==> config.mk <==
export PLATFORM = sky130hd
export DESIGN_NAME = dualChannelAgc
export DESIGN_NICKNAME = d
export VERILOG_FILES = /design/src/logic/agcDspPkg.sv /design/src/logic/agcRegPkg.sv /design/src/logic/agcLoopFilter.sv /design/src/logic/agcRegs.sv /design/src/logic/dualChannelAgc.sv /design/src/logic/log2Converter.sv /design/src/logic/magEstimator.sv
export VERILOG_INCLUDE_DIRS = /design/src /design/src/include
export SDC_FILE = /design/constraint.sdc
export NUM_CORES = 2
export LEC_CHECK = 0
export BUFFER_PORTS_ARGS = -buffer_cell sky130_fd_sc_hd__buf_2
export CORE_MARGIN = 1.5
export CORE_UTILIZATION = 60
export CTS_BUF_LIST = sky130_fd_sc_hd__clkbuf_16
export CTS_CLUSTER_DIAMETER = 100
export DETAILED_ROUTE_END_ITERATION = 8
export PLACE_DENSITY = 0.78
export SLEW_MARGIN = 20
export SYNTH_ARGS = -nofsm -noshare
export SYNTH_HDL_FRONTEND = slang
export SYNTH_SLANG_ARGS = --single-unit
==> constraint.sdc <==
create_clock -name clk -period 24.3 [get_ports clk]
set_input_delay 2.43 -clock clk [delete_from_list [all_inputs] [get_ports clk]]
set_output_delay 2.43 -clock clk [all_outputs]
set_load 0.05 [all_outputs]
==> src/include/agc_defs.svh <==
// Width and coefficient macros for the dual-channel AGC, included by its packages and RTL
`ifndef AGC_DEFS_SVH
`define AGC_DEFS_SVH

// I/Q sample width, two's complement
`define AGC_SAMPLE_W 18

// Linear magnitude width
`define AGC_LEVEL_W 16

// Log2 level width, 4 integer bits over 8 fraction bits
`define AGC_LOG_W 12

// Gain word width seen by the downstream scaler
`define AGC_GAIN_W 21

// Loop integrator width
`define AGC_ACC_W 32

// Magnitude weights scaled by 2^17, min peak error pair
`define AGC_ALPHA 125886
`define AGC_BETA 52144

// APB address width
`define APB_ADDR_W 8

`endif

==> src/logic/agcDspPkg.sv <==
// Datapath types shared by the AGC estimator, log converter and loop filter
`include "agc_defs.svh"

package agcDspPkg;

    // Raw I or Q sample from the channel filter
    typedef logic signed [`AGC_SAMPLE_W-1:0] sampleT;

    // Linear magnitude estimate
    typedef logic [`AGC_LEVEL_W-1:0] levelT;

    // Log2 level, integer part in the top 4 bits
    typedef logic [`AGC_LOG_W-1:0] logLevelT;

    // Gain word, accumulator bits 30:10
    typedef logic [`AGC_GAIN_W-1:0] gainT;

    // Loop mode
    // Hold forces the gain to the initial value, track closes the loop
    typedef enum logic {
        agcHold  = 1'b0,
        agcTrack = 1'b1
    } loopModeT;

endpackage

==> src/logic/agcRegPkg.sv <==
// APB register map and control field types for the AGC register block
`include "agc_defs.svh"

package agcRegPkg;

    // Word offsets of the register map
    typedef enum logic [`APB_ADDR_W-1:0] {
        ctrlAddr     = 8'h00,
        refAddr      = 8'h04,
        squelchAddr  = 8'h08,
        gainInitAddr = 8'h0C,
        level0Addr   = 8'h10,
        level1Addr   = 8'h14
    } regAddrT;

    // Loop shift field of CTRL
    typedef logic [3:0] loopShiftT;

    // CTRL bit positions
    localparam int ctrlModeBit  = 0;
    localparam int ctrlShiftLsb = 1;

endpackage

==> src/logic/agcLoopFilter.sv <==
// Shared AGC loop filter, two clamped integrators driving gain words and squelch flags
`include "agc_defs.svh"

module agcLoopFilter (
    input  logic                 clk,
    input  logic                 arstN,
    input  logic                 sampleEn,
    input  agcDspPkg::logLevelT  logLevel0,
    input  agcDspPkg::logLevelT  logLevel1,
    input  agcDspPkg::loopModeT  loopMode,
    input  agcRegPkg::loopShiftT loopShift,
    input  agcDspPkg::logLevelT  refLevel,
    input  agcDspPkg::logLevelT  squelchThresh,
    input  agcDspPkg::gainT      gainInit,
    output agcDspPkg::gainT      agcGain0,
    output agcDspPkg::gainT      agcGain1,
    output logic                 squelch0,
    output logic                 squelch1
);

    localparam int accW = `AGC_ACC_W;
    // Two guard bits catch both overflow and underflow
    localparam int sumW = accW + 2;
    // Level difference needs one sign bit
    localparam int errW = `AGC_LOG_W + 1;
    // Gain sits just under the unused accumulator MSB
    localparam int gainLsb = accW - 1 - `AGC_GAIN_W;
    localparam logic signed [sumW-1:0] accLimit = sumW'({(accW-1){1'b1}});

    logic [accW-1:0] acc0;
    logic [accW-1:0] acc1;
    logic [accW-1:0] holdValue;

    // One tracking update with clamp to 0 .. 2^31-1
    function automatic logic [accW-1:0] trackStep(
        input logic [accW-1:0]          acc,
        input agcDspPkg::logLevelT      lvl,
        input agcDspPkg::logLevelT      target,
        input agcRegPkg::loopShiftT     shift
    );
        logic signed [errW-1:0] err;
        logic signed [sumW-1:0] step;
        logic signed [sumW-1:0] sum;
        logic [accW-1:0]        result;
        // Positive error raises the gain
        err = $signed({1'b0, target}) - $signed({1'b0, lvl});
        step = sumW'(err) <<< shift;
        sum = $signed(sumW'(acc)) + step;
        if (sum < 0) begin
            result = '0;
        end else if (sum > accLimit) begin
            result = accLimit[accW-1:0];
        end else begin
            result = sum[accW-1:0];
        end
        return result;
    endfunction

    // Initial gain aligned to the gain field
    assign holdValue = accW'({gainInit, {gainLsb{1'b0}}});

    always_ff @(posedge clk or negedge arstN) begin
        if (!arstN) begin
            acc0 <= '0;
            acc1 <= '0;
            squelch0 <= 1'b0;
            squelch1 <= 1'b0;
        end else if (sampleEn) begin
            if (loopMode == agcDspPkg::agcTrack) begin
                acc0 <= trackStep(acc0, logLevel0, refLevel, loopShift);
                acc1 <= trackStep(acc1, logLevel1, refLevel, loopShift);
            end else begin
                acc0 <= holdValue;
                acc1 <= holdValue;
            end
            // Squelch when the channel sits under the threshold
            squelch0 <= (logLevel0 < squelchThresh);
            squelch1 <= (logLevel1 < squelchThresh);
        end
    end

    assign agcGain0 = acc0[gainLsb +: `AGC_GAIN_W];
    assign agcGain1 = acc1[gainLsb +: `AGC_GAIN_W];

endmodule

==> src/logic/agcRegs.sv <==
// APB slave for the AGC, holds loop controls and returns the two log levels on reads
`include "agc_defs.svh"

module agcRegs (
    input  logic                    clk,
    input  logic                    arstN,
    input  logic                    psel,
    input  logic                    penable,
    input  logic                    pwrite,
    input  logic [`APB_ADDR_W-1:0]  paddr,
    input  logic [31:0]             pwdata,
    output logic [31:0]             prdata,
    output logic                    pready,
    output logic                    pslverr,
    input  agcDspPkg::logLevelT     level0,
    input  agcDspPkg::logLevelT     level1,
    output agcDspPkg::loopModeT     loopMode,
    output agcRegPkg::loopShiftT    loopShift,
    output agcDspPkg::logLevelT     refLevel,
    output agcDspPkg::logLevelT     squelchThresh,
    output agcDspPkg::gainT         gainInit
);

    localparam int shiftW = $bits(agcRegPkg::loopShiftT);

    agcRegPkg::regAddrT regAddr;
    logic               access;
    logic               addrValid;
    logic               addrReadOnly;
    logic               wrEn;
    logic [31:0]        readData;

    assign regAddr = agcRegPkg::regAddrT'(paddr);
    assign access = psel && penable;

    // Address decode and read mux
    always_comb begin
        addrValid = 1'b1;
        addrReadOnly = 1'b0;
        readData = '0;
        case (regAddr)
            agcRegPkg::ctrlAddr: begin
                readData[agcRegPkg::ctrlModeBit] = loopMode;
                readData[agcRegPkg::ctrlShiftLsb +: shiftW] = loopShift;
            end
            agcRegPkg::refAddr:      readData = 32'(refLevel);
            agcRegPkg::squelchAddr:  readData = 32'(squelchThresh);
            agcRegPkg::gainInitAddr: readData = 32'(gainInit);
            agcRegPkg::level0Addr: begin
                readData = 32'(level0);
                addrReadOnly = 1'b1;
            end
            agcRegPkg::level1Addr: begin
                readData = 32'(level1);
                addrReadOnly = 1'b1;
            end
            default: addrValid = 1'b0;
        endcase
    end

    // Zero wait states, errors only in the access cycle
    assign pready = 1'b1;
    assign prdata = readData;
    assign pslverr = access && (!addrValid || (pwrite && addrReadOnly));
    assign wrEn = access && pwrite && addrValid && !addrReadOnly;

    // Writable registers, full-word writes on the access edge
    always_ff @(posedge clk or negedge arstN) begin
        if (!arstN) begin
            loopMode <= agcDspPkg::agcHold;
            loopShift <= '0;
            refLevel <= '0;
            squelchThresh <= '0;
            gainInit <= '0;
        end else if (wrEn) begin
            case (regAddr)
                agcRegPkg::ctrlAddr: begin
                    loopMode <= agcDspPkg::loopModeT'(pwdata[agcRegPkg::ctrlModeBit]);
                    loopShift <= pwdata[agcRegPkg::ctrlShiftLsb +: shiftW];
                end
                agcRegPkg::refAddr:      refLevel <= pwdata[`AGC_LOG_W-1:0];
                agcRegPkg::squelchAddr:  squelchThresh <= pwdata[`AGC_LOG_W-1:0];
                agcRegPkg::gainInitAddr: gainInit <= pwdata[`AGC_GAIN_W-1:0];
                default: ;
            endcase
        end
    end

endmodule

==> src/logic/dualChannelAgc.sv <==
// Dual-channel AGC top level, two magnitude and log paths feeding one loop filter under APB
`include "agc_defs.svh"

module dualChannelAgc (
    input  logic                   clk,
    input  logic                   arstN,
    // APB slave
    input  logic                   psel,
    input  logic                   penable,
    input  logic                   pwrite,
    input  logic [`APB_ADDR_W-1:0] paddr,
    input  logic [31:0]            pwdata,
    output logic [31:0]            prdata,
    output logic                   pready,
    output logic                   pslverr,
    // Sample stream
    input  logic                   sampleEn,
    input  agcDspPkg::sampleT      iIn0,
    input  agcDspPkg::sampleT      qIn0,
    input  agcDspPkg::sampleT      iIn1,
    input  agcDspPkg::sampleT      qIn1,
    // Loop outputs
    output agcDspPkg::gainT        agcGain0,
    output agcDspPkg::gainT        agcGain1,
    output logic                   squelch0,
    output logic                   squelch1
);

    // Linear and log levels per channel
    agcDspPkg::levelT     linLevel0;
    agcDspPkg::levelT     linLevel1;
    agcDspPkg::logLevelT  logLevel0;
    agcDspPkg::logLevelT  logLevel1;

    // Loop controls from the register block
    agcDspPkg::loopModeT  loopMode;
    agcRegPkg::loopShiftT loopShift;
    agcDspPkg::logLevelT  refLevel;
    agcDspPkg::logLevelT  squelchThresh;
    agcDspPkg::gainT      gainInit;

    // Channel 0, two strobes then one
    magEstimator magEst0 (
        .clk(clk), .arstN(arstN), .sampleEn(sampleEn),
        .iIn(iIn0), .qIn(qIn0), .level(linLevel0)
    );
    log2Converter logConv0 (
        .clk(clk), .arstN(arstN), .sampleEn(sampleEn),
        .level(linLevel0), .logLevel(logLevel0)
    );

    // Channel 1
    magEstimator magEst1 (
        .clk(clk), .arstN(arstN), .sampleEn(sampleEn),
        .iIn(iIn1), .qIn(qIn1), .level(linLevel1)
    );
    log2Converter logConv1 (
        .clk(clk), .arstN(arstN), .sampleEn(sampleEn),
        .level(linLevel1), .logLevel(logLevel1)
    );

    agcRegs regs (
        .clk(clk), .arstN(arstN),
        .psel(psel), .penable(penable), .pwrite(pwrite), .paddr(paddr),
        .pwdata(pwdata), .prdata(prdata), .pready(pready), .pslverr(pslverr),
        .level0(logLevel0), .level1(logLevel1),
        .loopMode(loopMode), .loopShift(loopShift), .refLevel(refLevel),
        .squelchThresh(squelchThresh), .gainInit(gainInit)
    );

    // Last strobe of latency, four in total
    agcLoopFilter loopFilter (
        .clk(clk), .arstN(arstN), .sampleEn(sampleEn),
        .logLevel0(logLevel0), .logLevel1(logLevel1),
        .loopMode(loopMode), .loopShift(loopShift), .refLevel(refLevel),
        .squelchThresh(squelchThresh), .gainInit(gainInit),
        .agcGain0(agcGain0), .agcGain1(agcGain1),
        .squelch0(squelch0), .squelch1(squelch1)
    );

endmodule

==> src/logic/log2Converter.sv <==
// Linear to log2 conversion of a level, leading-one position plus 8 fraction bits, one strobe
`include "agc_defs.svh"

module log2Converter (
    input  logic                clk,
    input  logic                arstN,
    input  logic                sampleEn,
    input  agcDspPkg::levelT    level,
    output agcDspPkg::logLevelT logLevel
);

    // Integer part holds the bit position, rest is fraction
    localparam int posW = $clog2(`AGC_LEVEL_W);
    localparam int fracW = `AGC_LOG_W - posW;
    localparam int extW = `AGC_LEVEL_W + fracW;

    logic [posW-1:0]  onePos;
    logic [extW-1:0]  extLevel;
    logic [extW-1:0]  aligned;
    logic [fracW-1:0] frac;
    logic             levelZero;

    // Leading-one detector
    // Scanning upward, the last set bit wins
    always_comb begin
        onePos = '0;
        for (int b = 0; b < `AGC_LEVEL_W; b++) begin
            if (level[b]) begin
                onePos = posW'(b);
            end
        end
    end

    // Zero padding below the level covers positions under 8
    assign extLevel = {level, {fracW{1'b0}}};

    // Leading one lands at bit fracW, fraction sits just under it
    assign aligned = extLevel >> onePos;
    assign frac = aligned[fracW-1:0];

    assign levelZero = (level == '0);

    // Output register
    always_ff @(posedge clk or negedge arstN) begin
        if (!arstN) begin
            logLevel <= '0;
        end else if (sampleEn) begin
            if (levelZero) begin
                logLevel <= '0;
            end else begin
                // p * 256 + fraction
                logLevel <= {onePos, frac};
            end
        end
    end

endmodule

==> src/logic/magEstimator.sv <==
// Per-channel magnitude estimator, alpha*max + beta*min over a two-strobe pipeline
`include "agc_defs.svh"

module magEstimator (
    input  logic              clk,
    input  logic              arstN,
    input  logic              sampleEn,
    input  agcDspPkg::sampleT iIn,
    input  agcDspPkg::sampleT qIn,
    output agcDspPkg::levelT  level
);

    // Magnitude of one component fits one bit less than the sample
    localparam int magW = `AGC_SAMPLE_W - 1;
    localparam int prodW = 2 * magW;
    // One carry bit over the magnitude for the weighted sum
    localparam int sumW = magW + 1;
    // Weights are fractions scaled by 2^17
    localparam int coefShift = 17;
    localparam logic [magW-1:0] alphaCoef = magW'(`AGC_ALPHA);
    localparam logic [magW-1:0] betaCoef = magW'(`AGC_BETA);
    localparam logic [sumW-1:0] levelMax = sumW'({`AGC_LEVEL_W{1'b1}});

    logic [magW-1:0]  absI;
    logic [magW-1:0]  absQ;
    logic [magW-1:0]  maxMag;
    logic [magW-1:0]  minMag;
    logic [prodW-1:0] maxProd;
    logic [prodW-1:0] minProd;
    logic [sumW-1:0]  weightSum;

    // Absolute value, most negative sample clips to full scale
    function automatic logic [magW-1:0] absSat(input agcDspPkg::sampleT s);
        logic [magW-1:0] mag;
        if (s[magW] && (s[magW-1:0] == '0)) begin
            mag = '1;
        end else if (s[magW]) begin
            mag = magW'(-s);
        end else begin
            mag = s[magW-1:0];
        end
        return mag;
    endfunction

    assign absI = absSat(iIn);
    assign absQ = absSat(qIn);

    // Stage 1, sort the two magnitudes
    always_ff @(posedge clk or negedge arstN) begin
        if (!arstN) begin
            maxMag <= '0;
            minMag <= '0;
        end else if (sampleEn) begin
            if (absI > absQ) begin
                maxMag <= absI;
                minMag <= absQ;
            end else begin
                maxMag <= absQ;
                minMag <= absI;
            end
        end
    end

    // Weighted terms, each floored after the 2^17 scale
    assign maxProd = maxMag * alphaCoef;
    assign minProd = minMag * betaCoef;
    assign weightSum = sumW'(maxProd >> coefShift) + sumW'(minProd >> coefShift);

    // Stage 2, saturate to the 16-bit level
    always_ff @(posedge clk or negedge arstN) begin
        if (!arstN) begin
            level <= '0;
        end else if (sampleEn) begin
            if (weightSum > levelMax) begin
                level <= '1;
            end else begin
                level <= weightSum[`AGC_LEVEL_W-1:0];
            end
        end
    end

endmodule

==> reports/metrics.yaml <==
detailed_routing:
  drc: 0
  routed-wl-met3_um: 5940
  wl_met1_um: 45700
  ant_nets: 0
  route.vias.total: 33227
  drt_iter0_drc: 2471
  top_layer: "met4"
  vias_per_cell: 5.84
  wire_per_inst_um: 18.0
  wl_met2_um: 47800
  routed_wl_um: 102000
  drt-pass1-iter-count: 5
floorplanning:
  coreArea_sq_um: 68700
  die_height_um: 267
  std_cell_rows: 96
  die_area_sq_um: 71100
  pin_count: 196
  start_util: 0.607
  die_w_um: 267
clock_network:
  insertion_delay_ps: 620
  numCtsBuffers: 31
  cts_setup_buffers: 0
  cts-root-buf: "clkbuf_16"
  cts.sinks: 240
  cts-resized-gates: 0
  path_clk_slew_ps: 60
  cts_tree: "yes"
  cts.hold.buffers_added: 0
  htree_levels: 1
  cts.path.max_buffers: 3
worst_setup_path:
  cp-end-kind: "flip-flop"
  cp_data_arrival_time_ps: 9700
  critPathKind: "flip-flop to flip-flop"
  cp_slowest_stage_delay_ps: 650
  required_ps: 24720
  start_kind: "flip-flop"
  worst_path_max_delay_cell: "mux2i_2"
  critPathMaxFanout: 16
  crit_top_cell: "fa_1"
placement:
  dp.cells: 5630
  place_congestion: 1.00
  dp_hpwl_um: 85200
  port_buffers: 172
grt:
  grt_max_degree: 112
  grt_pass1_vias: 33036
  gr-total-overflow: 0
  grt_pass1_wl_um: 168000
  antenna_found_initial: 0
  grt_usage: 0.293
logic_synthesis:
  synth_ff_type: "dfrtp_1"
  netlist_area_sq_um: 41700
  synth_edf_count: 0
  netlist_instances: 4681
  async_flop_share: 1.00
  avgSynthCellArea_sq_um: 8.91
  synth-seq-cells: 240
  yosysSeqAreaShare: 0.144
  yosysWarnings: 0
  synth_cell_types: 97
final_layout:
  layout_commonest_cell: "inv_1"
  regArea_sq_um: 6010
  layout-drive-gt1-share: 0.0780
  finalNetCount: 5932
  fill_cells: 5734
  multi_input_area_sq_um: 31600
  fin_cells: 5687
  mostFrequentLayoutCells: "inv_1 (866), ha_1 (632), fa_1 (450), nor2_1 (326), a21oi_1 (282)"
  synthToLayoutAreaGrowth_pct: 5.53
  diodes: 0
sta:
  grt_setup_unrepaired: "false"
  clock.fmax_ghz: 0.108
  hold_viol_final: 0
  worst_pin_slew_ps: 1110
  report.final.slew_viol_count: 0
  fin_crit_sh: 0.382
  slew-limit-headroom: 0.252
  skew_ps: 40.0
  setup_tns_ps: 0
  fin_crit_ps: 9280
  finalSetupViolCount: 0
hold_path:
  hp-class: "flip-flop to flip-flop"
status:
  status: "completed"
run:
  cap_violations: 0
## logic make-up after synthesis
kind of cell,Yosys count,synth area share
and+or+nand+nor,913,0.101
xor gates and xnor gates,167,0.0351
DFF,240,0.144
adders and majority gates,1082,0.406
AOI/OAI and AO/OA,1008,0.158
buffers and inverters,1051,0.101
other,2,0.000180
muxes,218,0.0557
## worst max-delay path, delay by kind of cell (launching register included)
kind | cells | cell delay (ps)
fa+ha+maj | 8 | 3650
compound gates | 11 | 2360
simple gates | 6 | 1310
mux | 1 | 650
flops | 1 | 580
buf+inv | 4 | 390
xor+xnor | 1 | 140
## synth_stat cells (13+ instances only)
cell      count  area, sq um
dfrtp_1     240         6010
o21a_1       47          353
inv_1       862         3240
o22ai_1      21          131
buf_2        13         65.1
xor2_1       68          596
o21ai_1      17         85.1
or4_1        14          105
and3_1       18          113
a21oi_1     283         1420
nand2_1     229          860
nor2b_1      34          213
nand3_1      72          360
nand4_1      21          131
a22oi_1      26          195
o211ai_1     41          308
fa_1        450         9010
a211oi_1     27          203
o31ai_1      17          128
buf_4        59          443
or3_1        46          288
a31oi_1      45          282
ha_1        632         7910
o21ai_0     191          956
a21o_1       92          691
and2_1       27          169
o21bai_1     31          233
nor2_1      326         1220
xnor2_1      99          867
nand2b_1     29          181
nor3_1       65          325
mux2i_1     134         1340
mux2_2       80          901
clkbuf_1     99          372
## area by class of cell
cell class | count | share of cell area
Clock buffer | 31 | 0.0176
Clock inverter | 26 | 0.00520
Inverter | 868 | 0.0740
Multi-Input combinational cell | 3400 | 0.717
Sequential cell | 240 | 0.136
Tap cell | 931 | 0.0265
Timing Repair Buffer | 191 | 0.0232
## final timing paths
path | start | to | slack (ps) | cells after the start
max reg2reg | magEst1.maxMag[13]$_DFFE_PN0P_ | magEst1.level[11]$_DFFE_PN0P_ | 15020 | 31
max in group asynchronous | arstN | loopFilter.acc0[22]$_DFFE_PN0P_ | 20900 | 2
min reg2reg | loopFilter.squelch0$_DFFE_PN0P_ | loopFilter.squelch0$_DFFE_PN0P_ | 500 | 2
min | loopFilter.squelch0$_DFFE_PN0P_ | loopFilter.squelch0$_DFFE_PN0P_ | 500 | 2
max | magEst1.maxMag[13]$_DFFE_PN0P_ | magEst1.level[11]$_DFFE_PN0P_ | 15020 | 31
min in group asynchronous | arstN | magEst0.maxMag[3]$_DFFE_PN0P_ | 1860 | 1
## state kept, by name, indices dropped and copies added (netlist names)
| signal | count |
|---|---|
| loopFilter.squelch1 | 1 |
| magEst0.minMag | 17 |
| regs.loopMode | 1 |
| magEst0.maxMag | 17 |
| regs.squelchThresh | 12 |
| magEst0.level | 16 |
| regs.refLevel | 12 |
| regs.loopShift | 4 |
| loopFilter.acc0 | 32 |
| regs.gainInit | 21 |
| magEst1.minMag | 17 |
| loopFilter.acc1 | 32 |
| magEst1.maxMag | 17 |
| magEst1.level | 16 |
| logConv1.logLevel | 12 |
| loopFilter.squelch0 | 1 |
| logConv0.logLevel | 12 |
## through the flow
| stage | instance area [sq um] | hold slack [ps] | util | worst slack, ps |
|---|---|---|---|---|
| 2_1_floorplan | 41800 | 461 | - | 16230 |
| 3_3_place_gp | 43000 | 478 | 0.626 | 15280 |
| 3_5_place_dp | 43000 | 486 | 0.626 | 15120 |
| 4_1_cts | 44000 | 500 | 0.641 | 15060 |
| 5_1_grt | 44000 | 536 | 0.641 | 14390 |
| 6_report | 44000 | 496 | 0.641 | 15020 |
## layer usage
layer,track usage,vias up
li1,-,15874
met1,0.411,16247
met2,0.483,926
met3,0.0304,180
met4,0.0815,0
met5,0,-
Power is not shown: default switching activity piles up to over one toggle a cycle in this logic, so the estimate is an artifact.
